File: src/common/ppu_pkg.sv
package ppu_pkg;

  // ========================================
  // Plain widths
  // ========================================

  // CPU side address and data
  typedef logic [15:0] bus_addr_t;
  typedef logic [7:0] byte_t;

  // Background colour index, before BGP
  typedef logic [1:0] color_idx_t;

  // Shade after BGP
  typedef logic [1:0] shade_t;

  // Dot position within a line, line number within a frame
  typedef logic [8:0] dot_t;
  typedef logic [7:0] line_t;

  // Encoding matches STAT bits 1:0
  typedef enum logic [1:0] {
    hblank   = 2'd0,
    vblank   = 2'd1,
    oam_scan = 2'd2,
    transfer = 2'd3
  } ppu_mode_t;

  // ========================================
  // Bundles
  // ========================================

  // Host-visible LCD registers, LY and STAT low bits live elsewhere
  typedef struct packed {
    byte_t      lcdc;
    logic [3:0] stat_en;  // STAT 6:3, LYC / mode 2 / mode 1 / mode 0 sources
    byte_t      scy;
    byte_t      scx;
    byte_t      lyc;
    byte_t      bgp;
    byte_t      wy;
    byte_t      wx;
  } ppu_regs_t;

  // One host bus cycle
  typedef struct packed {
    bus_addr_t addr;
    byte_t     wdata;
    logic      write_en;
    logic      read_en;
  } host_req_t;

  // One shaded pixel with its screen position
  typedef struct packed {
    line_t  x;
    line_t  y;
    shade_t shade;
  } pixel_t;

  // ========================================
  // Address map
  // ========================================

  localparam bus_addr_t vram_start = 16'h8000;
  localparam bus_addr_t vram_end = 16'h9FFF;
  localparam bus_addr_t oam_start = 16'hFE00;
  localparam bus_addr_t oam_end = 16'hFE9F;
  localparam bus_addr_t regs_start = 16'hFF40;
  localparam bus_addr_t regs_end = 16'hFF4B;

  localparam bus_addr_t lcdc_addr = 16'hFF40;
  localparam bus_addr_t stat_addr = 16'hFF41;
  localparam bus_addr_t scy_addr = 16'hFF42;
  localparam bus_addr_t scx_addr = 16'hFF43;
  localparam bus_addr_t ly_addr = 16'hFF44;
  localparam bus_addr_t lyc_addr = 16'hFF45;
  localparam bus_addr_t dma_addr = 16'hFF46;
  localparam bus_addr_t bgp_addr = 16'hFF47;
  localparam bus_addr_t wy_addr = 16'hFF4A;
  localparam bus_addr_t wx_addr = 16'hFF4B;

  localparam int vram_words = 8192;
  localparam int oam_words = 160;

endpackage

File: src/ppu/pixel_fifo.sv
`timescale 1ns/1ps

module pixel_fifo (
  input  logic                      clk,
  input  logic                      reset,
  input  logic                      flush,
  input  logic                      push,
  input  ppu_pkg::color_idx_t [7:0] push_row,
  input  logic                      pop,
  output ppu_pkg::color_idx_t       head,
  output logic [4:0]                count
);

  import ppu_pkg::*;

  color_idx_t mem [16];

  // Pointers wrap at sixteen
  logic [3:0] rd_ptr;
  logic [3:0] wr_ptr;

  assign head = mem[rd_ptr];

  always_ff @(posedge clk or posedge reset) begin
    if (reset) begin
      rd_ptr <= '0;
      wr_ptr <= '0;
      count  <= '0;
    end else if (flush) begin
      rd_ptr <= '0;
      wr_ptr <= '0;
      count  <= '0;
    end else begin
      if (push) begin
        wr_ptr <= wr_ptr + 4'd8;
      end
      if (pop) begin
        rd_ptr <= rd_ptr + 1'b1;
      end
      // Push and pop on the same edge
      count <= count + (push ? 5'd8 : 5'd0) - (pop ? 5'd1 : 5'd0);
    end
  end

  // Row append, leftmost pixel at the tail
  always_ff @(posedge clk) begin
    if (push && !flush) begin
      for (int i = 0; i < 8; i++) begin
        mem[wr_ptr + 4'(i)] <= push_row[i];
      end
    end
  end

endmodule

File: config.mk
export PLATFORM = sky130hd
export DESIGN_NAME = pixel_fifo
export DESIGN_NICKNAME = d
export VERILOG_FILES = /design/src/common/ppu_pkg.sv /design/src/ppu/pixel_fifo.sv
export SDC_FILE = /design/constraint.sdc
export NUM_CORES = 1
export LEC_CHECK = 0
export BUFFER_PORTS_ARGS = -buffer_cell sky130_fd_sc_hd__clkbuf_2
export CORE_MARGIN = 1.5
export CORE_UTILIZATION = 46
export DETAILED_ROUTE_END_ITERATION = 8
export GPL_TIMING_DRIVEN = 0
export PLACE_DENSITY = 0.66
export SKIP_CTS_REPAIR_TIMING = 1
export SYNTH_ARGS = -nofsm -noshare
export SYNTH_HDL_FRONTEND = slang
export SYNTH_SLANG_ARGS = --single-unit
File: constraint.sdc
create_clock -name clk -period 2.1 [get_ports clk]
set_input_delay 0.42 -clock clk [delete_from_list [all_inputs] [get_ports clk]]
set_output_delay 0.42 -clock clk [all_outputs]
set_load 0.05 [all_outputs]
* Word-level counts from Yosys, hierarchy flattened
Memories as Yosys holds them, arrays and structs flattened. Index checks and enable logic that the tools add are counted. W data, S select, Z words.
Word-level totals: memories kept 1, input bits 21, output and inout port bits 7, RAM bits 32, logic and storage cells 28, register bits 13
Operators by class: multiplexer cells 9, add/sub/neg operators 11, reduce and logical (&&, ||, !) cells 4
Memory list:
- mem | depth 16, width 2, read ports 1, clocked after memory_dff 0, wr ports 8, line pixel_fifo.sv:16 | color_idx_t mem [16];
Operators with widths (number):
- $mux W4 | 5
- $add A4 B3 Y4 const B | 4
- $add A4 B1 Y4 const B | 2
- $add A4 B2 Y4 const B | 2
- $add A5 B4 Y5 | 1
- $mux W5 | 1
- $sub A5 B1 Y5 | 1
- $add A4 B4 Y4 const B | 1
- $reduce_bool A2 Y1 | 2
- $mux W1 | 3
- $logic_and A1 B1 Y1 | 1
- $logic_not A1 Y1 | 1

* Logic depth before layout (Yosys ltp)
depth in word-level cells 4, mapped depth 8, gate-level depth less buffers 8

* Worst setup path before layout
Ideal clock, no wire load.
path kind reg2out, start register rd_ptr[1], end output head[0], data arrival time 1.786 ns, stages on the path, launching flop included 6, data required time 1.680 ns, buffers on the path 1, setup slack -0.106 ns, path through dfrtp_1 -> clkbuf_1 -> mux4_2 -> nor2b_1 -> a211oi_1 -> a21oi_1
Between the ends: longest elaborated chain between the ends 1
Ends and longest elaborated chain:
- start: declaration | line pixel_fifo.sv:19 | logic [3:0] rd_ptr;
- start signal: assignment | line pixel_fifo.sv:38 | rd_ptr <= rd_ptr + 1'b1;
- $mem_v2 Z16 W2
- end: declaration | line pixel_fifo.sv:10 | output ppu_pkg::color_idx_t head,
No other way between the ends.

* Worst setup path after layout
start register rd_ptr[0], end output head[0]
Same word-level chain as after synthesis.

==> metrics.csv <==
stage,metric,value,unit
global_route,largest net degree at the start of global routing,18,
route,DR pass1 iterations,4,
floorplanning,die width,71.0,µm
worst_setup_path,Setup CP Type,register to output port,
logic_synthesis,largest family of logic cells by synthesized area,compound AO/OA/AOI/OAI gates,
cts,CTS buffer count,5,
cells_and_area,"most common cell after layout, fill and taps aside",edfxtp_1,
logic_synthesis,post-synthesis simple-gate area fraction,0.0781,
cells_and_area,most frequent cells in the layout,"edfxtp_1 (32), a21o_1 (29), clkbuf_2 (26)",
timing,worst-margin pin slew,0.528,ns
global_route,vias in the first global route,1337,
cells_and_area,synthesis-to-finish area growth,18.4,%
route,Via density,5.41,
timing,RSZ-0062 raised after global routing,true,
worst_setup_path,critical path launch point type,register,
logic_synthesis,Synth Area in Adders,0.0447,
worst_setup_path,Worst Setup End Kind,output port,
route,DRC Markers,0,
timing,"Hold Vio Cnt, Final",0,
timing,Final Cycle Share,1.11,
placed_design,IO buf count,27,
floorplanning,area of the core,4410,µm²
global_route,gr usage total,0.177,
cts,CTS Root Buffer Type,clkbuf_8,
status,run status,"finished, violations left",
timing,Final Max Tran Viols,0,
global_route,grt total ovfl,0,
floorplanning,Initial Utilization,0.482,
route,initial DRC count,47,
timing,slew margin rel.,0.646,
worst_setup_path,CP Max Fanout,5,
placed_design,RD Place Congestion,0.762,
logic_synthesis,"Avg Cell Area, Syn",13.7,µm²
timing,setup TNS,-0.451,ns
logic_synthesis,Cells after Synth,155,
timing,Setup Skew,0.00451,ns
floorplanning,Die ar.,5050,µm²
logic_synthesis,Synth warnings,0,
cts,CTS tree,yes,
placed_design,hpwl dp,2.87,mm
worst_setup_path,reg2reg setup slack,0.34,ns
timing,Period minus WS final,2.33,ns
status,failing checks,negative setup slack,
run,Max Cap Violations,0,
cts,Clock Sink Count,42,
cts,clk_lat worst skew,0.30,ns
logic_synthesis,proportion of synthesized area in mux cells,0.109,
logic_synthesis,Compound-Gate Fraction of Synth Area,0.116,
route,WL final,4.19,mm
logic_synthesis,Main synth FF type,edfxtp_1,
timing,final worst setup slack,-0.227,ns
cts,Longest Clk Path Bufs,2,
worst_setup_path,Critical Path RT,1.68,ns
cells_and_area,Final Cell Area,2520,µm²
global_route,first-pass GRT wire length,6.61,mm
timing,"Setup violations, final",2,
route,via count,1319,
floorplanning,Die Y,71.0,µm
cts,Clock Pin Slew Worst Setup and Hold Paths,0.08,ns
min_path,worst hold path type,input pin to asynchronous set/reset pin,
pwr,Leakage Power,1.13,nW
global_route,initial antenna violation count,0,
logic_synthesis,xor and xnor area share after synthesis,0.0288,
pwr,power consumption,0.00231,W
cells_and_area,share of layout cells above drive strength 1,0.323,
floorplanning,Rows,24,
timing,Max Freq,430,MHz
floorplanning,IO Count,28,
pwr,worst vdd ir,463,µV
logic_synthesis,number of synthesized flops with an enable pin,32,
pwr,Cell Pwr Density,915,nW/µm²
logic_synthesis,post-synth net total,183,
logic_synthesis,Post-Syn Area,2130,µm²
worst_setup_path,crit path DAT,1.91,ns
route,WL/cell,17.2,µm
placed_design,dpl ws,-0.120,ns
logic_synthesis,Post-synth ARST share,0.238,
logic_synthesis,post-synthesis sequential area ratio,0.569,
cells_and_area,Fill cells,390,
logic_synthesis,Yosys cell types,25,
cts,H-tree levels,2,
placed_design,Post-Place Cell Area,2330,µm²
logic_synthesis,synthesis-stage register bit count,42,
cells_and_area,final layout net count,219,
cells_and_area,Antenna diodes,0,
route,ANT nets after route,0,
## synthesized netlist by cell type, types with 2 or more instances
master    count  area share
nor2_1        9       0.016
a21oi_1       3      0.0070
edfxtp_1     32        0.45
mux2i_1       3       0.014
mux4_1        6       0.074
nor3_1        4      0.0094
a211oi_1      2      0.0070
mux4_2        2       0.021
xnor2_1       4       0.016
clkbuf_1     10       0.018
ha_1          6       0.035
buf_2         5       0.012
nor3b_1       4       0.014
nor2b_1       7       0.021
a21o_1       29        0.10
xor2_1        3       0.012
inv_1         9       0.016
dfrtp_1      10        0.12
## metal layers
metal | part of all wire | wire, µm | global-route usage
met5 | 0 | 0 | 0
met4 | 0.015 | 63 | 0.0524
met3 | 0.052 | 217 | 0.0513
met2 | 0.49 | 2030 | 0.285
met1 | 0.45 | 1880 | 0.236
## per-stage QoR
stage                      util  hold WS (ns)  cells
after floorplan               -         0.260    155
after global placement    0.528         0.390    234
after detailed placement  0.528         0.409    234
after CTS                 0.559        0.0806    242
after global routing      0.571        0.0965    244
final                     0.571        0.0709    244
## where the power goes
group / switching (W) / internal [W]
Sequential: 0.0000343 / 0.000963
Combinational: 0.000321 / 0.000226
Clock: 0.000287 / 0.000476
## cells by family (layout without fill, tap and decap cells)
family,Yosys count,after routing
muxes,11,11
xor gates and xnor gates,7,7
and+or+nand+nor,28,28
DFF,42,42
buffers and inverters,26,63
adders and majority gates,7,7
AOI/OAI and AO/OA,34,34
## critical path, stage by stage, from the launching register on
cell      delay, ns
dfrtp_2        0.43
buf_8          0.15
mux4_2         0.50
nor2b_4        0.14
a211oi_2       0.14
a21oi_1        0.06
buf_4          0.20
## final cells by class
type / instances / area [µm²] / share of cell area
clock buffer: 5 / 68.8 / 0.0273
tap: 52 / 65.1 / 0.0258
clock inverter: 3 / 68.8 / 0.0273
sequential: 42 / 1210 / 0.481
multi-input combinational: 87 / 813 / 0.323
buffer: 17 / 86.3 / 0.0342
timing repair buffer: 29 / 173 / 0.0685
inverter: 9 / 33.8 / 0.0134
## registers in the layout, summed over array words and instances (netlist names)
signal,count
count,5
mem,32
rd_ptr,4
wr_ptr,1
## final timing paths
kind	startpoint	endpoint	cells after the start
hold reg to reg	count[0]$_DFF_PP0_	count[0]$_DFF_PP0_	3
hold / removal	reset	rd_ptr[3]$_DFFE_PP0P_	2
min in group clk	push	wr_ptr[3]$_DFFE_PP0N_	3
max in group asynchronous	reset	rd_ptr[0]$_DFFE_PP0P_	2
setup / recovery	rd_ptr[0]$_DFFE_PP0P_	head[0]	6
setup reg to reg	wr_ptr[3]$_DFFE_PP0N_	mem[13][1]$_DFFE_PP_	3
Power figures use the tool's default switching activity.
