==> src/common/ppu_pkg.sv <==
package ppu_pkg;

  // ========================================
  // Plain widths
  // ========================================

  // CPU side address and data
  typedef logic [15:0] bus_addr_t;
  typedef logic [7:0] byte_t;

  // Background colour index, before BGP
  typedef logic [1:0] color_idx_t;

  // Shade after BGP
  typedef logic [1:0] shade_t;

  // Dot position within a line, line number within a frame
  typedef logic [8:0] dot_t;
  typedef logic [7:0] line_t;

  // Encoding matches STAT bits 1:0
  typedef enum logic [1:0] {
    hblank   = 2'd0,
    vblank   = 2'd1,
    oam_scan = 2'd2,
    transfer = 2'd3
  } ppu_mode_t;

  // ========================================
  // Bundles
  // ========================================

  // Host-visible LCD registers, LY and STAT low bits live elsewhere
  typedef struct packed {
    byte_t      lcdc;
    logic [3:0] stat_en;  // STAT 6:3, LYC / mode 2 / mode 1 / mode 0 sources
    byte_t      scy;
    byte_t      scx;
    byte_t      lyc;
    byte_t      bgp;
    byte_t      wy;
    byte_t      wx;
  } ppu_regs_t;

  // One host bus cycle
  typedef struct packed {
    bus_addr_t addr;
    byte_t     wdata;
    logic      write_en;
    logic      read_en;
  } host_req_t;

  // One shaded pixel with its screen position
  typedef struct packed {
    line_t  x;
    line_t  y;
    shade_t shade;
  } pixel_t;

  // ========================================
  // Address map
  // ========================================

  localparam bus_addr_t vram_start = 16'h8000;
  localparam bus_addr_t vram_end = 16'h9FFF;
  localparam bus_addr_t oam_start = 16'hFE00;
  localparam bus_addr_t oam_end = 16'hFE9F;
  localparam bus_addr_t regs_start = 16'hFF40;
  localparam bus_addr_t regs_end = 16'hFF4B;

  localparam bus_addr_t lcdc_addr = 16'hFF40;
  localparam bus_addr_t stat_addr = 16'hFF41;
  localparam bus_addr_t scy_addr = 16'hFF42;
  localparam bus_addr_t scx_addr = 16'hFF43;
  localparam bus_addr_t ly_addr = 16'hFF44;
  localparam bus_addr_t lyc_addr = 16'hFF45;
  localparam bus_addr_t dma_addr = 16'hFF46;
  localparam bus_addr_t bgp_addr = 16'hFF47;
  localparam bus_addr_t wy_addr = 16'hFF4A;
  localparam bus_addr_t wx_addr = 16'hFF4B;

  localparam int vram_words = 8192;
  localparam int oam_words = 160;

endpackage

==> src/ppu/line_writer.sv <==
`timescale 1ns/1ps

module line_writer #(
  parameter int screen_width = 160
) (
  input  logic                 clk,
  input  logic                 reset,
  input  ppu_pkg::ppu_mode_t   mode,
  input  ppu_pkg::ppu_regs_t   regs,
  input  ppu_pkg::line_t       ly,
  input  logic                 flush,
  input  ppu_pkg::color_idx_t  fifo_head,
  input  logic [4:0]           fifo_count,
  output logic                 pop,
  output logic                 pixel_valid,
  output ppu_pkg::pixel_t      pixel,
  output logic                 line_done
);

  import ppu_pkg::*;

  localparam line_t last_x = line_t'(screen_width - 1);

  // Fine scroll pixels still to drop
  logic [2:0] discard;
  line_t      x;
  // Line still in progress
  logic       active;
  // Popped pixel is kept
  logic       emit;

  assign pop = active && (mode == transfer) && (fifo_count != 5'd0) && !flush;
  assign emit = pop && (discard == 3'd0);

  always_ff @(posedge clk or posedge reset) begin
    if (reset) begin
      discard     <= '0;
      x           <= '0;
      active      <= 1'b0;
      pixel_valid <= 1'b0;
      line_done   <= 1'b0;
    end else begin
      pixel_valid <= 1'b0;
      line_done   <= 1'b0;
      if (flush) begin
        // New line, SCX mod 8
        discard <= regs.scx[2:0];
        x       <= '0;
        active  <= 1'b1;
      end else if (pop) begin
        if (discard != 3'd0) begin
          discard <= discard - 1'b1;
        end else begin
          pixel_valid <= 1'b1;
          x           <= x + 1'b1;
          // Last pixel of the line
          if (x == last_x) begin
            active    <= 1'b0;
            line_done <= 1'b1;
          end
        end
      end
    end
  end

  // Index n picks BGP bits 2n+1:2n
  always_ff @(posedge clk) begin
    if (emit) begin
      pixel.x     <= x;
      pixel.y     <= ly;
      pixel.shade <= regs.bgp[{fifo_head, 1'b0} +: 2];
    end
  end

endmodule

==> config.mk <==
export PLATFORM = sky130hd
export DESIGN_NAME = line_writer
export DESIGN_NICKNAME = d
export VERILOG_FILES = /design/src/common/ppu_pkg.sv /design/src/ppu/line_writer.sv
export SDC_FILE = /design/constraint.sdc
export NUM_CORES = 1
export LEC_CHECK = 0
export ABC_AREA = 1
export BUFFER_PORTS_ARGS = -buffer_cell sky130_fd_sc_hd__buf_2
export CAP_MARGIN = 30
export CORE_ASPECT_RATIO = 0.75
export CORE_MARGIN = 4
export CORE_UTILIZATION = 44
export DETAILED_ROUTE_END_ITERATION = 10
export PLACE_DENSITY = 0.91
export SYNTH_ARGS = -nofsm -noshare
export SYNTH_HDL_FRONTEND = slang
export SYNTH_SLANG_ARGS = --single-unit
==> constraint.sdc <==
create_clock -name clk -period 3.6 [get_ports clk]
set_clock_uncertainty 0.1 [all_clocks]
set_input_delay 0 -clock clk [delete_from_list [all_inputs] [get_ports clk]]
set_output_delay 0 -clock clk [all_outputs]
set_load 0.02 [all_outputs]
### Yosys cells after proc, flatten, opt, wreduce, memory -nomap -nowiden

Index checks and enable logic that the tools add are counted.

| word-level totals | value |
|---|---|
| register bits | 32 |
| bits in latches | 0 |
| bits in writable memories | 0 |
| bits in read-only memories | 0 |
| bits of input ports | 80 |
| output and inout bits | 21 |
| word-level logic and storage cells | 45 |
| memories kept | 0 |

| cells by class | value |
|---|---|
| add/sub/neg operators | 2 |
| multipliers | 0 |
| divide/modulo/power cells | 0 |
| $lt $le $gt $ge | 0 |
| equality and inequality tests | 3 |
| shift-type cells | 1 |
| mux-type cells | 17 |
| bitwise logic cells | 0 |
| reduce and logical (&&, ||, !) cells | 14 |

Operator list:

| kind | number |
|---|---|
| $mux W8 | 3 |
| $mux W1 | 11 |
| $mux W3 | 3 |
| $add A8 B1 Y8 const B | 1 |
| $eq A8 B8 Y1 const B | 1 |
| $shiftx A8 B4 Y2 | 1 |
| $reduce_bool A2 Y1 | 3 |
| $reduce_bool A5 Y1 | 1 |
| $logic_and A1 B1 Y1 | 4 |
| $reduce_and A2 Y1 | 2 |
| $logic_not A3 Y1 | 1 |
| $reduce_and A3 Y1 | 1 |
| $reduce_bool A3 Y1 | 1 |
| $sub A3 B1 Y3 const B | 1 |
| $eq A2 B2 Y1 const B | 1 |
| $ne A2 B2 Y1 const B | 1 |
| $logic_not A1 Y1 | 1 |

### Longest topological paths before layout

| depth | value |
|---|---|
| depth in word-level cells | 6 |
| depth in mapped cells | 9 |
| mapped depth without buffers | 9 |

### Worst setup path before layout

Ideal clock, no wire load.

| timing | value |
|---|---|
| kind | reg2reg |
| start point | register discard[0] |
| end point | register pixel[0] in the netlist's numbering, enable pin |
| library setup time | 0.380 ns |
| data arrival time | 1.382 ns |
| required time | 3.120 ns |
| path slack | 1.738 ns |
| cell stages (with the launch flop) | 7 |
| path buffers | 0 |
| period minus slack after synthesis | 1.862 ns |
| path through | dfrtp_1 inv_1 ha_1 inv_1 nor2_4 nand2_2 nor2_2 |

| between the ends | value |
|---|---|
| longest elaborated chain between the ends | 2 |

Ends and longest elaborated chain:

| what | line | RTL |
|---|---|---|
| start, declared | line_writer.sv:25 | `logic [2:0] discard;` |
| start signal, assigned | line_writer.sv:47 | `discard <= regs.scx[2:0];` |
| start signal, assigned | line_writer.sv:52 | `discard <= discard - 1'b1;` |
| $logic_not A3 Y1 | line_writer.sv:33 | `assign emit = pop && (discard == 3'd0);` |
| $logic_and A1 B1 Y1 | line_writer.sv:33 |  |
| via emit | line_writer.sv:30 | `logic emit;` |
| end, declared | line_writer.sv:16 | `output ppu_pkg::pixel_t pixel,` |

The timed path passes the listed nets, and every way through them passes these cells.
A chain may end at the register's enable or synchronous reset.

### Worst setup path after layout

| timing | value |
|---|---|
| start point | input flush |
| end point | register pixel[15] in the netlist's numbering, enable pin |

| between the ends | value |
|---|---|
| longest elaborated chain between the ends | 3 |

Ends and longest elaborated chain:

| what | line | RTL |
|---|---|---|
| start, declared | line_writer.sv:11 | `input logic flush,` |
| $logic_not A1 Y1 | line_writer.sv:32 | `assign pop = active && (mode == transfer) && (fifo_count != 5'd0) && !flush;` |
| $logic_and A1 B1 Y1 | line_writer.sv:32 |  |
| $logic_and A1 B1 Y1 | line_writer.sv:33 |  |
| via emit | line_writer.sv:30 |  |

The timed path passes the listed nets, and every way through them passes these cells.

==> results by group <==
Synthesis
  – Mapped Cells: about 140
  – Dominant synthesized flop cell: edfxtp_1
  – Parity-gate share of the synthesized area counting xor and xnor cells: 0.0117
  – Sequential share of the synthesized area: 0.595
  – Flip-flop and latch count after synthesis: 32
  – Fraction of synthesis flops using an asynchronous set or reset pin: 0.438
  – Number of warnings printed during yosys synthesis: 0
  – Multiplexer share of the synthesized area: 0
  – Post-synthesis compound-gate area fraction: 0.0501
  – Net Count, Synth: roughly 230
  – Post-synthesis instance area: approximately 1500 sq um
  – Adder-Cell Fraction of Synth Area: 0.0251
  – Simple-gate area share of the yosys netlist: 0.272
  – EDFF count, synth: 18
  – Cell variety after synth: 24
  – Main combinational cell family by area after synthesis: simple AND/OR/NAND/NOR gates
  – Biggest area contributors in the synthesized netlist: edfxtp_1, dfrtp_1, nand2_1
  – Share of the synthesized area in the top cell type: 0.361
  – Cell accounting for the most synthesized area: edfxtp_1
  – Mean instance size in the synthesized netlist: 10.4 sq um

Routing
  – Post-route ant nets: 0
  – Total DRC errors in the routed layout: 0
  – First drt pass iteration count: 4
  – Routed wire per std cell: 11.4 microns
  – Total via count in the routed design: 1,204
  – DRT Wirelength: 2940 microns
  – Count of routing violations after the opening detailed-route iteration: 44
  – Number of vias per cell after detailed routing: about 4.7

Clock network
  – Number of buffers added for setup after CTS: 0
  – PostCTS Resize Cnt: 0
  – TritonCTS clock tree: yes
  – Num CTS Buffers: 5
  – H-tree depth: 2
  – Clock Pin Slew Worst Setup and Hold Paths: 0.06 ns
  – Number of buffers inserted for hold repair after clock tree synthesis: 16
  – Clock Path Buffers: 2
  – Worst-Skew Late Latency: 0.28 ns
  – Number of sinks handled by clock tree synthesis: 32
  – Root buf cell: clkbuf_8

Critical path
  – Cell with the largest stage delay on the worst path: nor2_2
  – Depth of the worst register-to-register path: 6
  – Destination of the critical timing path: pixel[15]
  – Slowest cell delay on critical path: 0.75 ns
  – Worst Setup Path Type: in -> reg
  – Crit-path max FO: 20
  – Signal arrival time at the worst endpoint: 2.01 ns
  – Reg-to-reg slack, setup: 1.48 ns
  – R2r endpoint: pixel[15]
  – CP Capture Type: flip-flop
  – Data required time at the worst endpoint: ~3.4 ns
  – Crit-path cells: dlygate4sd3_1 > buf_2 > inv_1 > nand2_2 > nor2_2
  – Source of the critical timing path: flush
  – Launching element type of the critical path: primary input
  – R2r startpoint: discard[0]

Place
  – Final estimated routing congestion in global placement: 0.871
  – PortBufs: 51
  – Final HPWL from detailed placement: 2030 microns
  – Placed cell area: 1790 sq um

Pwr
  – Total power divided by cell area: between 300 and 400 nW/um^2
  – Net Sw Power: 198 uW
  – Combinational Power Share: 0.149
  – Clock power frac: 0.327
  – Share of total power in sequential cells: 0.525
  – Internal Power: 590 uW
  – Overall power after layout: 788 uW
  – IR drop worst, VDD: approximately 0.00015 V
  – Switching Fraction: 0.251
  – Leakage power: roughly 0.00094 uW

Global routing
  – Global-route wire length before repair: 4740 microns
  – Total global-route track usage: 0.145
  – Remaining global-route overflow: 0
  – Maximum number of pins on one net before global-route repair: 21
  – Via count of the first global-routing pass: about 1,100
  – Antenna violations before repair: 0

Final layout
  – Antenna diode count: 0
  – Fill count: 266
  – Combined area of the multi-input logic cells: 538 sq um
  – Final net count: approximately 300
  – Most common cell after layout, fill and taps aside: buf_2
  – Sequential cell area: 891 sq um
  – Area growth from synthesis to layout: 36.1%
  – Layout cell share with drive strength beyond 1: 0.341
  – Non-Filler Cell Area, Final: 2040 sq um
  – Highest-count cells in the layout ignoring fill and taps: buf_2, nand2_1, edfxtp_1

Run
  – Max-cap violations: 0

STA
  – Final Setup Violations: 0
  – Number of pins exceeding their max-slew limit in the final report: 0
  – Unrepaired setup endpoints after global routing: no
  – Final critical-path required period: 2.21 ns
  – Share of the clock period used by the worst path after layout: 0.613
  – FMAX: around 450 MHz
  – Worst slew pin tran: 0.940 ns
  – Final Hold Slack: roughly 0.035 ns
  – Post-route setup TNS: 0 ns
  – Max-Slew Margin vs Limit: 0.373
  – Hold Vio Cnt, Final: 0

Die
  – Initial standard-cell utilization of the core: 0.455
  – Die footprint: 4410 sq um
  – Die width: 75.4 microns
  – Die Y: between 50 and 60 microns
  – Number of standard-cell rows in the floorplan: 18
  – Placeable core area: 3290 sq um
  – I/O pins: 101

Status
  – Outcome: finished, final reports clean

Min path
  – Classification of the worst-slack hold path: in -> reg
==> through the flow <==
stage / cells / util / setup slack, ns
after CTS: 257 / 0.620 / 1.40
final: 257 / 0.620 / 1.39
after global placement: 233 / 0.546 / 1.49
after detailed placement: 233 / 0.546 / 1.44
after global routing: 257 / 0.620 / 1.18
after floorplan: 144 / - / 1.74
==> cell families after synthesis <==
family | after synthesis
AOI/OAI and AO/OA | 13
xor gates and xnor gates | 2
adders and majority gates | 3
buffers and inverters | 18
DFF | 32
and+or+nand+nor | 76
==> power by group through the flow <==
| stage | logic, uW | registers, uW | clock network, uW |
|---|---|---|---|
| after floorplan | 63.4 | 426 | 0 |
| after global placement | 101 | 420 | 0 |
| after detailed placement | 104 | 420 | 0 |
| after CTS | 118 | 413 | 267 |
| after global routing | 131 | 414 | 279 |
| final | 117 | 413 | 257 |
==> state kept, by name, summed over array words and instances, names as in the netlist <==
name,flops
discard,3
pixel_valid,1
x,8
line_done,1
pixel,18
active,1
==> synth_stat cells, types with 2 or more instances <==
cell      count
nor2_2        3
nand2_2       4
o22ai_1       2
nor2_4        2
xnor2_1       2
ha_1          3
dfrtp_1      14
nand3_1      14
inv_1        16
o21ai_0       8
o21ai_2       2
nand2_1      30
nand3_2       3
nor2_1       14
edfxtp_1     18
==> final cells by class <==
class                           count  share of cell area
Tap cell                           40              0.0246
Timing Repair Buffer               67               0.204
Multi-Input combinational cell     94               0.264
Inverter                           16              0.0295
Clock inverter                      2             0.00552
Sequential cell                    32               0.437
Clock buffer                        6              0.0356
==> routing by layer <==
metal | part of all wire | track usage | up-vias
met1 | 0.42 | 0.171 | 545
met3 | 0.079 | 0.0495 | 5
met2 | 0.49 | 0.245 | 35
li1 | - | - | 619
met5 | 0 | 0 | -
met4 | 0.014 | 0.0524 | 0
==> how the worst min path moves through the flow <==
| stage | end | cells past startpoint | slack (ns) | start |
|---|---|---|---|---|
| 2_1_floorplan | active | 1 | -0.21 | reset |
| 3_3_place_gp | discard[0] | 2 | -0.03 | reset |
| 3_5_place_dp | discard[0] | 2 | -0.02 | reset |
| 4_1_cts | pixel[1] | 3 | 0.02 | regs[19] |
| 5_1_grt | pixel[1] | 3 | 0.06 | regs[23] |
| 6_report | pixel[1] | 3 | 0.03 | regs[23] |
==> worst max-delay path: cells and delay by family <==
kind	cells	cell delay [ns]
simple gates	2	0.89
buf+inv	3	1.11
(Power assumes the default switching activity.)
