--- src/common/ppu_pkg.sv ---
package ppu_pkg;

  // ========================================
  // Plain widths
  // ========================================

  // CPU side address and data
  typedef logic [15:0] bus_addr_t;
  typedef logic [7:0] byte_t;

  // Background colour index, before BGP
  typedef logic [1:0] color_idx_t;

  // Shade after BGP
  typedef logic [1:0] shade_t;

  // Dot position within a line, line number within a frame
  typedef logic [8:0] dot_t;
  typedef logic [7:0] line_t;

  // Encoding matches STAT bits 1:0
  typedef enum logic [1:0] {
    hblank   = 2'd0,
    vblank   = 2'd1,
    oam_scan = 2'd2,
    transfer = 2'd3
  } ppu_mode_t;

  // ========================================
  // Bundles
  // ========================================

  // Host-visible LCD registers, LY and STAT low bits live elsewhere
  typedef struct packed {
    byte_t      lcdc;
    logic [3:0] stat_en;  // STAT 6:3, LYC / mode 2 / mode 1 / mode 0 sources
    byte_t      scy;
    byte_t      scx;
    byte_t      lyc;
    byte_t      bgp;
    byte_t      wy;
    byte_t      wx;
  } ppu_regs_t;

  // One host bus cycle
  typedef struct packed {
    bus_addr_t addr;
    byte_t     wdata;
    logic      write_en;
    logic      read_en;
  } host_req_t;

  // One shaded pixel with its screen position
  typedef struct packed {
    line_t  x;
    line_t  y;
    shade_t shade;
  } pixel_t;

  // ========================================
  // Address map
  // ========================================

  localparam bus_addr_t vram_start = 16'h8000;
  localparam bus_addr_t vram_end = 16'h9FFF;
  localparam bus_addr_t oam_start = 16'hFE00;
  localparam bus_addr_t oam_end = 16'hFE9F;
  localparam bus_addr_t regs_start = 16'hFF40;
  localparam bus_addr_t regs_end = 16'hFF4B;

  localparam bus_addr_t lcdc_addr = 16'hFF40;
  localparam bus_addr_t stat_addr = 16'hFF41;
  localparam bus_addr_t scy_addr = 16'hFF42;
  localparam bus_addr_t scx_addr = 16'hFF43;
  localparam bus_addr_t ly_addr = 16'hFF44;
  localparam bus_addr_t lyc_addr = 16'hFF45;
  localparam bus_addr_t dma_addr = 16'hFF46;
  localparam bus_addr_t bgp_addr = 16'hFF47;
  localparam bus_addr_t wy_addr = 16'hFF4A;
  localparam bus_addr_t wx_addr = 16'hFF4B;

  localparam int vram_words = 8192;
  localparam int oam_words = 160;

endpackage

--- src/ppu/bg_fetcher.sv ---
`timescale 1ns/1ps

module bg_fetcher (
  input  logic                      clk,
  input  logic                      reset,
  input  ppu_pkg::ppu_regs_t        regs,
  input  ppu_pkg::line_t            ly,
  input  logic                      flush,
  input  ppu_pkg::ppu_mode_t        mode,
  input  logic [4:0]                fifo_count,
  output ppu_pkg::bus_addr_t        fetch_addr,
  input  ppu_pkg::byte_t            fetch_data,
  output logic                      push,
  output ppu_pkg::color_idx_t [7:0] push_row
);

  import ppu_pkg::*;

  // Tile map bases, LCDC bit 3
  localparam bus_addr_t map_lo_base = 16'h9800;
  localparam bus_addr_t map_hi_base = 16'h9C00;
  // Tile data bases, LCDC bit 4
  localparam bus_addr_t data_unsigned_base = 16'h8000;
  localparam bus_addr_t data_signed_base = 16'h9000;

  typedef enum logic [1:0] {
    st_tile,
    st_low,
    st_high,
    st_push
  } fetch_state_t;

  fetch_state_t state;

  // Column within the 32-wide map
  logic [4:0] tile_col;
  byte_t      tile_num;
  byte_t      data_lo;
  byte_t      data_hi;

  // Background row and fetch addresses
  line_t     bg_y;
  bus_addr_t map_addr;
  bus_addr_t tile_base;
  bus_addr_t row_addr;

  // FIFO has room for a full row
  logic room;

  assign bg_y = ly + regs.scy;
  assign room = (fifo_count <= 5'd8);

  always_comb begin
    map_addr = (regs.lcdc[3] ? map_hi_base : map_lo_base) + bus_addr_t'({bg_y[7:3], tile_col});
    // Sixteen bytes per tile
    if (regs.lcdc[4]) begin
      tile_base = data_unsigned_base + {4'b0000, tile_num, 4'b0000};
    end else begin
      tile_base = data_signed_base + {{4{tile_num[7]}}, tile_num, 4'b0000};
    end
    // Two bytes per tile row
    row_addr = tile_base + {12'd0, bg_y[2:0], 1'b0};
  end

  always_comb begin
    unique case (state)
      st_low:  fetch_addr = row_addr;
      st_high: fetch_addr = {row_addr[15:1], 1'b1};
      default: fetch_addr = map_addr;
    endcase
  end

  assign push = (state == st_push) && room && (mode == transfer) && !flush;

  // Leftmost pixel from bit 7, high plane first
  always_comb begin
    for (int i = 0; i < 8; i++) begin
      push_row[i] = {data_hi[7-i], data_lo[7-i]};
    end
  end

  // ========================================
  // Fetch sequence
  // ========================================

  always_ff @(posedge clk or posedge reset) begin
    if (reset) begin
      state    <= st_tile;
      tile_col <= '0;
    end else if (flush) begin
      // First tile of the line
      state    <= st_tile;
      tile_col <= regs.scx[7:3];
    end else if (mode == transfer) begin
      unique case (state)
        st_tile: state <= st_low;
        st_low:  state <= st_high;
        st_high: state <= st_push;
        st_push: begin
          // Waits here while the FIFO is too full
          if (room) begin
            state    <= st_tile;
            tile_col <= tile_col + 1'b1;
          end
        end
      endcase
    end
  end

  // Fetched bytes
  always_ff @(posedge clk) begin
    unique case (state)
      st_tile: tile_num <= fetch_data;
      st_low:  data_lo <= fetch_data;
      st_high: data_hi <= fetch_data;
      st_push: ;
    endcase
  end

endmodule

--- config.mk ---
export PLATFORM = sky130hd
export DESIGN_NAME = bg_fetcher
export DESIGN_NICKNAME = d
export VERILOG_FILES = /design/src/common/ppu_pkg.sv /design/src/ppu/bg_fetcher.sv
export SDC_FILE = /design/constraint.sdc
export NUM_CORES = 1
export LEC_CHECK = 0
export ABC_AREA = 0
export BUFFER_PORTS_ARGS = -buffer_cell sky130_fd_sc_hd__buf_2
export CAP_MARGIN = 20
export CORE_AREA = 2 2 52 91
export DETAILED_ROUTE_END_ITERATION = 12
export DIE_AREA = 0 0 54 93
export PLACE_DENSITY = 0.88
export SLEW_MARGIN = 0
export SYNTH_ARGS = -nofsm -noshare
export SYNTH_HDL_FRONTEND = slang
export SYNTH_SLANG_ARGS = --single-unit
--- constraint.sdc ---
create_clock -name clk -period 2.15 [get_ports clk]
set_clock_uncertainty 0.2 [all_clocks]
set_input_delay 0.215 -clock clk [delete_from_list [all_inputs] [get_ports clk]]
set_output_delay 0.215 -clock clk [all_outputs]
set_load 0.05 [all_outputs]
# [After elaboration in Yosys (flattened, before gate mapping)]
# Cells that the tools add are included.
[totals] ff_bits=31 input_bits=86 output_inout_bits=33 elab_cells=38
[op_classes] add_sub_neg=6 magnitude_cmp=1 n_eq_ne=5 n_mux=11 n_reduce_logical=10
[ops] cell="$pmux W16 S2" count=1
[ops] cell="$mux W5" count=4
[ops] cell="$add A16 B10 Y16" count=1
[ops] cell="$add A16 B12 Y16 const A" count=1
[ops] cell="$add A16 B16 Y16 const A" count=1
[ops] cell="$add A16 B4 Y16" count=1
[ops] cell="$mux W16" count=1
[ops] cell="$mux W11" count=1
[ops] cell="$add A8 B8 Y8" count=1
[ops] cell="$pmux W2 S4" count=1
[ops] cell="$eq A2 B2 Y1 const B" count=3
[ops] cell="$mux W2" count=3
[ops] cell="$reduce_bool A2 Y1" count=3
[ops] cell="$add A5 B1 Y5 const B" count=1
[ops] cell="$le A5 B4 Y1 const B" count=1
[ops] cell="$logic_and A1 B1 Y1" count=3
[ops] cell="$ne A3 B3 Y1 const B" count=1
[ops] cell="$reduce_and A3 Y1" count=1
[ops] cell="$eq A2 B1 Y1 const B" count=1
[ops] cell="$logic_not A2 Y1" count=1
[ops] cell="$reduce_and A2 Y1" count=1
[ops] cell="$logic_not A1 Y1" count=1

# [Depth between registers and ports, before layout]
# Gate-level depths: netlist (run 1).
[logic_depth] depth_word=5 mapped_depth=7 depth_no_buf=7

# [Worst setup path after synthesis (run 1)]
# OpenSTA, ideal clock, no wires.
[synth_path] path_type="in2out" start="input port regs[40] (netlist bit)" end="output port fetch_addr[8]" t_arrival_ps=2497 t_required_ps=1735 slack_ps=-762 cell_stages=7 n_path_buf=0 path_cell_list="ha_1 > inv_1 > fa_1 > nor2b_1 > o2111ai_1 > and4_1 > o31ai_1"
[synth_between] elab_chain_cells=3 word_cells_on_any_way=4 cone_classes="add/sub: 3; mux: 1"
[synth_lines] item="start, declared" line_no="bg_fetcher.sv:6" rtl="input ppu_pkg::ppu_regs_t regs,"
[synth_lines] item="$add A8 B8 Y8 *" line_no="bg_fetcher.sv:50" rtl="assign bg_y = ly + regs.scy;"
[synth_lines] item="$add A16 B10 Y16 or $add A16 B4 Y16 (tied branches)" line_no="bg_fetcher.sv:54, bg_fetcher.sv:62"
[synth_lines] item="$pmux W16 S2 *" line_no="bg_fetcher.sv:66" rtl="unique case (state)"
[synth_lines] item="end, declared" line_no="bg_fetcher.sv:11" rtl="output ppu_pkg::bus_addr_t fetch_addr,"
# Every way passes the cells marked *; elsewhere a longest branch is shown, timed or not.

# [Final worst setup path (run 1)]
[layout_path] start="register state[1]" end="output port fetch_addr[9]"
[layout_between] elab_chain_cells=2 word_cells_on_any_way=3 cone_classes="eq/ne: 2; mux: 1"
[layout_lines] item="start, declared" line_no="bg_fetcher.sv:33" rtl="fetch_state_t state;"
[layout_lines] item="start signal, assigned" line_no="bg_fetcher.sv:88" rtl="state <= st_tile;"
[layout_lines] item="start signal, assigned" line_no="bg_fetcher.sv:92" rtl="state <= st_tile;"
[layout_lines] item="start signal, assigned" line_no="bg_fetcher.sv:96" rtl="st_tile: state <= st_low;"
[layout_lines] item="$eq A2 B2 Y1 or $eq A2 B1 Y1 (tied branches)" line_no="bg_fetcher.sv:66"
[layout_lines] item="$pmux W16 S2 *" line_no="bg_fetcher.sv:66"
# Marks and branches as above.

==> results.ini, run 1 <==
[hold_path]
hold_path_class=input port to flop
min_from=flush
holdPathStages=2
whs_endpoint=state[1]$_DFFE_PP0P_

[worst_setup_path]
r2r-end=tile_col[4]$_DFFE_PP0P_
worstPathCellList=inv_2, ha_4, buf_12, or3_1, o211ai_1, buf_4
ff2ff_path_depth=6
arrival_ps=1840
end_kind=output pin
path_buf_inv=3
critPathTopFamily=buffers and inverters
required_ps=1740
slowest_delay_ps=380
cp_slowest_cell=dfrtp_1
path_class=flop to output pin
critPathLaunchType=flop
r2r-start=state[0]$_DFFE_PP0P_
rrSetupSlack_ps=320
cp_max_fo=5

[synth]
ys.flop_type=edfxtp_1
yosysUniqueCellTypes=45
synth.area.top_cells=edfxtp_1 42%, dfrtp_1 10%, ha_1 8.8%
synthCells=146
syn_area_sq_um=1700
synthArstFlopShare_pct=22.6
synth-seq-cells=31
syn_avg_cell_area_sq_um=11.6
synth_most_common_cell=edfxtp_1
yosys.area.top_type=edfxtp_1
yosysWarnings=0
synth_commonest_cells=24 x edfxtp_1, 12 x ha_1, 11 x inv_1
synth_edf_count=24
yosysSeqAreaShare_pct=52.7
synth_top_area_share_pct=42.4

[final_layout]
syn_to_final_growth_pct=65.8
fin_nets=352
drive_gt1_share_pct=51.6
final_cell_area_sq_um=2820
final_core_util_pct=65.2
antenna_cells=0

[placed_design]
portBuffers=70
placed_area_sq_um=2300
dp_hpwl_microns=3360
place.gp.congestion=0.815

[global_routing]
grt_pass1_vias=1710
antenna_found_initial=0
grt-ovfl-total=0
grt_pass1_wl_microns=7780
grt_use_total_pct=21.6
grt_max_degree=13

[floorplanning]
dieHeight_microns=93
die-area_sq_um=5020
initial_core_util_pct=39.3
io_pins=119
fp-row-count=32
die_w_microns=54
core-area_sq_um=4320

[pwr]
combPwrFrac_pct=38.9
p_int_uw=1200
p_seq_share_pct=38.7
power_density_nw_per_um2=649
p_leak_uw=0.00117
switchingPower_uw=625
ir_worst_vdd_mv=0.715
pwr-share-clk_pct=22.4
power.share.switching_pct=34.2

[flow_run]
maxCapViolCount=0

[clock_network]
insertion_delay_ps=270
clk_path_buf_depth=2
cts.sinks=31
numCtsBuffers=5
cts_root_buf=clkbuf_8
h-tree-depth=2
cts_tree=yes
cts.clk_slew.worst_paths_ps=60

[sta]
max_slew.worst_pin.slew_ps=604
period_needed_ps=2260
fmax_mhz=443
layout_setup_ws_ps=-106
relSlewSlack_pct=59.5
finalMaxSlewViolations=0
setup_viol=3
post-route-period-util_pct=105
rsz0062_at_grt=true
finalHoldViolations=0

[drt]
drt_first_pass_iters=4
drt-initial-drc-count=21
drc_errors=0
viasPerCell=5.30
ant_nets=0
vias=1615
drt-total-wl_microns=5220
wl_per_cell_microns=17.1

[run_status]
status=complete, but fails checks
violations=negative setup slack

[registers in the layout, summed over array words and instances (netlist names)]
signal,count
state,2
data_hi,8
tile_col,5
tile_num,8
data_lo,8
[what timing repair did]
| item | in CTS | in global routing |
|---|---|---|
| gates cloned | 1 | 0 |
| buffers inserted | 5 | 1 |
| pin swaps | 6 | 7 |
| hold endpoints to repair | 36 | 0 |
| hold buffers | 14 | 0 |
| endpoints found under the setup margin | 10 | 13 |
| gates resized for setup | 25 | 33 |
[through the flow]
stage	TNS (ps)	hold WS, ps	cells	setup slack (ps)	total power, uW
6_report	-187	57.3	305	-106	1830
3_5_place_dp	-265	-47.6	277	-228	1270
5_1_grt	-526	61.5	305	-167	1920
2_1_floorplan	-465	-182	147	-341	1110
4_1_cts	-197	48.6	305	-78.0	1780
3_3_place_gp	-193	-49.7	277	-175	1250
[layout make-up]
class / count / area, sq um
clock buffer: 6 / 72.6
clock inverter: 2 / 7.51
fill: 323 / 1510
inverter: 12 / 47.5
multi-input combinational: 99 / 943
sequential: 31 / 896
tap: 51 / 63.8
timing repair buffer: 104 / 787
[logic make-up after synthesis]
family | Yosys count | share of synthesized area [%]
buf+inv | 17 | 4.42
other cells | 2 | 0.442
mux | 4 | 2.50
xor+xnor | 7 | 3.61
flops | 31 | 52.7
simple gates | 36 | 11.5
fa+ha+maj | 13 | 10.0
compound gates | 36 | 14.8
[per-layer routing]
layer	wire length [microns]	global-route usage [%]	part of all wire [%]
met1	1750	21.0	33
met5	0	0	0
met3	214	3.51	4.1
met4	235	14.6	4.5
met2	3020	38.7	58
[worst max path at each step]
stage / end / slack (ps) / from / cells past startpoint
2_1_floorplan: fetch_addr[8] / -340 / regs[40] / 7
3_3_place_gp: fetch_addr[8] / -170 / regs[40] / 9
3_5_place_dp: fetch_addr[8] / -230 / regs[40] / 9
4_1_cts: fetch_addr[9] / -80 / state[1]$_DFFE_PP0P_ / 6
5_1_grt: fetch_addr[9] / -170 / state[0]$_DFFE_PP0P_ / 6
6_report: fetch_addr[9] / -110 / state[1]$_DFFE_PP0P_ / 6
[power groups by stage]
stage | Clock (uW) | Combinational [uW] | Sequential, uW
CTS | 427 | 647 | 706
finish | 409 | 712 | 708
global route | 456 | 751 | 712
floorplan | 0 | 361 | 751
detailed placement | 0 | 551 | 717
global placement | 0 | 538 | 715
[placed cells by master, fill, tap and decap left out, types with 5 or more instances in the layout]
master         count
buf_2             55
edfxtp_1          24
buf_6             15
dlygate4sd3_1     14
buf_4             14
nand2_1           10
inv_1              8
dfrtp_1            7
xnor2_1            5
nor2_1             5
ha_1               5
clkbuf_8           5
(Power assumes the default switching activity.)
==> run 2: changes to the inputs <==
- PLACE_DENSITY: 0.88 -> 0.77
- clock period: 2.15 -> 2.3 ns (I/O delays scaled with it)
==> run 2 against run 1 <==
The run now ends clean. Register-to-register slack better by 90 ps. Utilization is 5.8 points lower. Flip-flop and latch count stayed put. Critical path depth stayed put. Wire length is 20% lower. Global-route usage is 3.8 points lower. Power is 12% lower. Final area is 8.9% lower. Largest power group is now sequential cells.
==> results.ini, run 2 (synthesis gave the netlist of run 1 again) <==
[final_layout]
fin_cells=299  ; -2.0%
layout_commonest_cell=buf_2
drive_gt1_share_pct=46.8  ; -4.8 points
fillers=377  ; +17%
ff_latch_area_sq_um=896  ; unchanged
syn_to_final_growth_pct=51.1
final_core_util_pct=59.4  ; -5.8 points
multi_input_area_sq_um=845  ; -10%
fin_nets=346  ; -1.7%
antenna_cells=0  ; unchanged
mostFrequentLayoutCells=61 x buf_2, 24 x edfxtp_1, 17 x buf_4, 14 x dlygate4sd3_1, 10 x nand2_1
top_regs=data_hi (8), data_lo (8), tile_num (8)

[drt]
ant_nets=0  ; unchanged
drt_first_pass_iters=4  ; unchanged
drt-initial-drc-count=22  ; +4.8%
viasPerCell=5.02  ; -5.1%
drc_errors=0  ; unchanged
drt-total-wl_microns=4190  ; -20%
wl_per_cell_microns=14.0  ; -18%
vias=1502  ; -7.0%

[sta]
fmax_mhz=441
finalMaxSlewViolations=0  ; unchanged
post-route-period-util_pct=98.6
setup_viol=0  ; -3
finalHoldViolations=0  ; unchanged
rsz0062_at_grt=true
period_needed_ps=2270

[clock_network]
cts_root_buf=clkbuf_8
clk_path_buf_depth=2  ; unchanged
h-tree-depth=2  ; unchanged
cts_tree=yes
insertion_delay_ps=270  ; about the same
cts.sinks=31  ; unchanged
numCtsBuffers=5  ; unchanged
cts.clk_slew.worst_paths_ps=60  ; about the same

[global_routing]
grt-ovfl-total=0  ; unchanged
grt_use_total_pct=17.7  ; -3.8 points
grt_max_degree=13  ; unchanged
antenna_found_initial=0  ; unchanged
grt_pass1_wl_microns=6450  ; -17%
grt_pass1_vias=1470  ; -14%

[worst_setup_path]
cp_max_fo=5  ; unchanged
r2r-end=tile_col[3]$_DFFE_PP0P_
rrSetupSlack_ps=410  ; +90 ps
critPathLaunchType=flop
end_kind=output pin
ff2ff_path_depth=6  ; unchanged
r2r-start=state[0]$_DFFE_PP0P_
arrival_ps=1840  ; about the same
cp-endpoint=fetch_addr[9]
required_ps=1870  ; +130 ps
critPathLaunch=state[0]$_DFFE_PP0P_
path_class=flop to output pin

[pwr]
power_density_nw_per_um2=626  ; -3.6%
p_leak_uw=0.00109  ; -7.1%
ir_worst_vdd_mv=0.659  ; -7.9%
total_power_uw=1610  ; -12%

[run_status]
status=finished, final reports clean

[placed_design]
dp_hpwl_microns=3190  ; -5.1%
place.gp.congestion=0.815  ; about the same
portBuffers=70  ; unchanged
dp_cells=273  ; -1.4%

[hold_path]
holdPathStages=2  ; unchanged
hold_path_class=input port to flop

[floorplanning]
core-area_sq_um=4320  ; unchanged
die_w_microns=54  ; unchanged
fp-row-count=32  ; unchanged
dieHeight_microns=93  ; unchanged
die-area_sq_um=5020  ; unchanged
initial_core_util_pct=39.3  ; unchanged
io_pins=119  ; unchanged

[flow_run]
maxCapViolCount=0  ; unchanged

==> run 2: changes by cell type in the layout (fill, tap and decap cells not counted), moves of 3 or more <==
cell | before | now
buf_6 | 15 | 4
buf_2 | 55 | 61
buf_4 | 14 | 17
ha_1 | 5 | 8
==> run 2: worst min path at each step <==
stage,start,endpoint
after floorplan,reset,state[0]$_DFFE_PP0P_
final,flush,state[0]$_DFFE_PP0P_
after CTS,flush,state[0]$_DFFE_PP0P_
after global placement,reset,tile_col[0]$_DFFE_PP0P_
after detailed placement,reset,tile_col[1]$_DFFE_PP0P_
after global routing,flush,state[1]$_DFFE_PP0P_
==> run 2: power by group <==
group	switching, uW	internal [uW]	leakage, uW
combinational	347	211	0.000734
clock	173	214	0.0000395
sequential	16.7	644	0.000316
==> run 2: through the flow <==
stage                     hold WS [ps]  instance area, sq um  setup TNS, ps  setup slack (ps)
final                             87.7                  2570              0              31.5
after global routing              96.7                  2570          -43.7             -32.8
after floorplan                   -167                  1770           -221              -221
after global placement           -33.0                  2220          -90.2             -90.2
after detailed placement         -28.4                  2220           -125              -125
after CTS                         69.3                  2510              0              2.50
==> run 2: layout make-up <==
| type | count | share of cell area [%] |
|---|---|---|
| timing repair buffer | 98 | 24.7 |
| clock buffer | 8 | 3.12 |
| tap | 51 | 2.49 |
| inverter | 12 | 1.95 |
| multi-input combinational | 99 | 32.9 |
| sequential | 31 | 34.9 |
==> run 2: timing repair <==
item | 4_1_cts | 5_1_grt
buffers inserted | 4 | 0
gates resized for setup | 14 | 19
hold buffers | 14 | 0
pin swaps | 8 | 8
hold endpoints to repair | 36 | 0
endpoints found under the setup margin | 11 | 10
cloned | 0 | 0
==> run 2: layer usage <==
| layer | GRT usage [%] | part of all wire [%] | vias to the layer above |
|---|---|---|---|
| li1 | - | - | 742 |
| met1 | 19.3 | 38 | 690 |
| met2 | 31.3 | 53 | 61 |
| met3 | 3.04 | 5.7 | 9 |
| met4 | 8.75 | 2.7 | 0 |
| met5 | 0 | 0 | - |
==> run 2: critical path: stages (launching register included) <==
cell and delay [ps]:
dfrtp_1 400, inv_2 70, ha_4 260, buf_6 130, or3_1 300, o211ai_1 170
buf_4 230
==> run 3: changes to the inputs <==
- CORE_AREA: 2 2 52 91 -> 2 2 62 76
- DIE_AREA: 0 0 54 93 -> 0 0 64 78
- PLACE_DENSITY: 0.77 -> 0.78
==> run 3 against run 2 <==
Clock-buffer cell count decreased by 3. Global-route usage rose by 0.86 points. Fmax grew 1.3%. Die area fell by 0.60%. Largest cell class unchanged.
==> results.ini, run 3 (synthesis gave the netlist of run 1 again) <==
[run_status]
status=finished, final reports clean

[final_layout]
syn_to_final_growth_pct=52.9
mostFrequentLayoutCells=66 x buf_2, 24 x edfxtp_1, 17 x buf_4, 14 x dlygate4sd3_1, 10 x nand2_1
fillers=346  ; -8.2%
antenna_cells=0  ; unchanged
ff_latch_area_sq_um=896  ; unchanged
layout_commonest_cell=buf_2
final_cell_area_sq_um=2600  ; +1.2%
top_regs=data_hi (8), data_lo (8), tile_num (8)
fin_nets=347  ; +0.29%
drive_gt1_share_pct=47.4  ; +0.62 points
multi_input_area_sq_um=856  ; +1.3%

[drt]
viasPerCell=4.99  ; -0.60%
drt-total-wl_microns=4400  ; +5.1%
ant_nets=0  ; unchanged
drt-initial-drc-count=60  ; +170%
drt_first_pass_iters=4  ; unchanged
drc_errors=0  ; unchanged
vias=1523  ; +1.4%
wl_per_cell_microns=14.4  ; +3.1%

[flow_run]
maxCapViolCount=0  ; unchanged

[sta]
max_slew.worst_pin.slew_ps=511
post-route-period-util_pct=97.4  ; -1.2 points
period_needed_ps=2240  ; -28.7 ps
relSlewSlack_pct=65.7
setup-tns-final_ps=0  ; unchanged
setup_viol=0  ; unchanged
fin_hold_ws_ps=83.0  ; -4.67 ps
finalMaxSlewViolations=0  ; unchanged
finalHoldViolations=0  ; unchanged
rsz0062_at_grt=true
fmax_mhz=446  ; +1.3%

[pwr]
ir_worst_vdd_mv=0.807  ; +22%
p_leak_uw=0.00111  ; +1.7%
power_density_nw_per_um2=663  ; +5.9%

[placed_design]
place.gp.congestion=0.772  ; -5.3%
portBuffers=70  ; unchanged
dp_hpwl_microns=3270  ; +2.4%
placed_area_sq_um=2230  ; +0.62%

[clock_network]
h-tree-depth=2  ; unchanged
numCtsBuffers=5  ; unchanged
cts.clk_slew.worst_paths_ps=60  ; about the same
cts_tree=yes
cts_root_buf=clkbuf_8
insertion_delay_ps=270  ; about the same
cts.sinks=31  ; unchanged
clk_path_buf_depth=2  ; unchanged

[worst_setup_path]
required_ps=1870  ; about the same
end_kind=output pin
ff2ff_path_depth=6  ; unchanged
rrSetupSlack_ps=430  ; +20 ps
path_buf_inv=3  ; unchanged
critPathLaunchType=input port
slowest_delay_ps=330  ; -70 ps
arrival_ps=1810  ; -30 ps
r2r-start=state[0]$_DFFE_PP0P_
r2r-end=tile_col[4]$_DFFE_PP0P_
cp_slowest_cell=or3_1
critPathTopFamily=compound AO/OA/AOI/OAI gates
worstPathCellList=buf_2, ha_1, inv_1, fa_2, nor2b_2, o21a_1, or3_1, a32o_1, buf_4
path_class=input port to output pin
cp_max_fo=2  ; -3

[floorplanning]
die_w_microns=64  ; +19%
dieHeight_microns=78  ; -16%
fp-row-count=26  ; -19%
core-area_sq_um=4200  ; -3.0%
io_pins=119  ; unchanged
die-area_sq_um=4990  ; -0.60%
initial_core_util_pct=40.5  ; +1.2 points

[global_routing]
grt_max_degree=13  ; unchanged
grt_pass1_wl_microns=7110  ; +10%
antenna_found_initial=0  ; unchanged
grt_use_total_pct=18.6  ; +0.86 points
grt_pass1_vias=1590  ; +8.2%
grt-ovfl-total=0  ; unchanged

[hold_path]
hold_path_class=input port to flop
min_from=flush
whs_endpoint=state[1]$_DFFE_PP0P_
holdPathStages=2  ; unchanged

-- run 3: cell types whose count changed in the layout (fill, tap and decap cells not counted), moves of 2 or more --
cell      change
buf_2         +5
buf_6         -2
clkbuf_4      -2
clkbuf_1      -3
-- run 3: worst max-delay path by stage --
| stage | cells past startpoint | slack (ps) | end | start |
|---|---|---|---|---|
| 4_1_cts | 9 | -20 | fetch_addr[8] | regs[40] |
| 5_1_grt | 9 | -30 | fetch_addr[8] | regs[40] |
| 3_3_place_gp | 9 | -60 | fetch_addr[8] | regs[40] |
| 3_5_place_dp | 9 | -110 | fetch_addr[8] | regs[40] |
| 2_1_floorplan | 7 | -220 | fetch_addr[8] | regs[40] |
| 6_report | 9 | 60 | fetch_addr[6] | regs[40] |
-- run 3: what timing repair did --
action | 4_1_cts | 5_1_grt
hold endpoints to repair | 36 | 0
cloned | 0 | 0
pin swaps | 2 | 8
endpoints found under the setup margin | 9 | 7
hold buffers | 14 | 0
setup buffers | 1 | 3
resized for setup | 11 | 12
-- run 3: stage by stage --
stage | utilization (%) | std cells | total power, uW | worst slack, ps
finish | 61.9 | 305 | 1720 | 60.1
floorplan | - | 147 | 1020 | -221
global placement | 53.2 | 279 | 1150 | -55.5
global route | 61.9 | 305 | 1800 | -30.7
detailed placement | 53.2 | 279 | 1160 | -106
CTS | 60.1 | 302 | 1710 | -20.6
-- run 3: worst register-to-register path: cells and delay by family (launching register included) --
kind	cells	cell delay (ps)
compound gates	1	80
simple gates	2	620
fa+ha+maj	1	180
flops	1	360
xor+xnor	1	180
buf+inv	1	140
-- run 3: report_power, final --
part | internal (uW) | switching [uW]
Sequential | 644 | 16.3
Clock | 317 | 191
Combinational | 203 | 350
Total | 1160 | 558
-- run 3: cell type report --
| class | instances | share of cell area [%] |
|---|---|---|
| multi-input combinational | 99 | 32.9 |
| timing repair buffer | 99 | 23.9 |
| tap | 56 | 2.70 |
| inverter | 12 | 1.83 |
| clock buffer | 5 | 2.65 |
| clock inverter | 3 | 1.49 |
| sequential | 31 | 34.5 |
-- run 3: layer usage --
layer,wire [microns],GRT usage (%)
met1,1750,22.2
met2,2320,31.9
met3,241,3.77
met4,88,8.26
met5,0,0
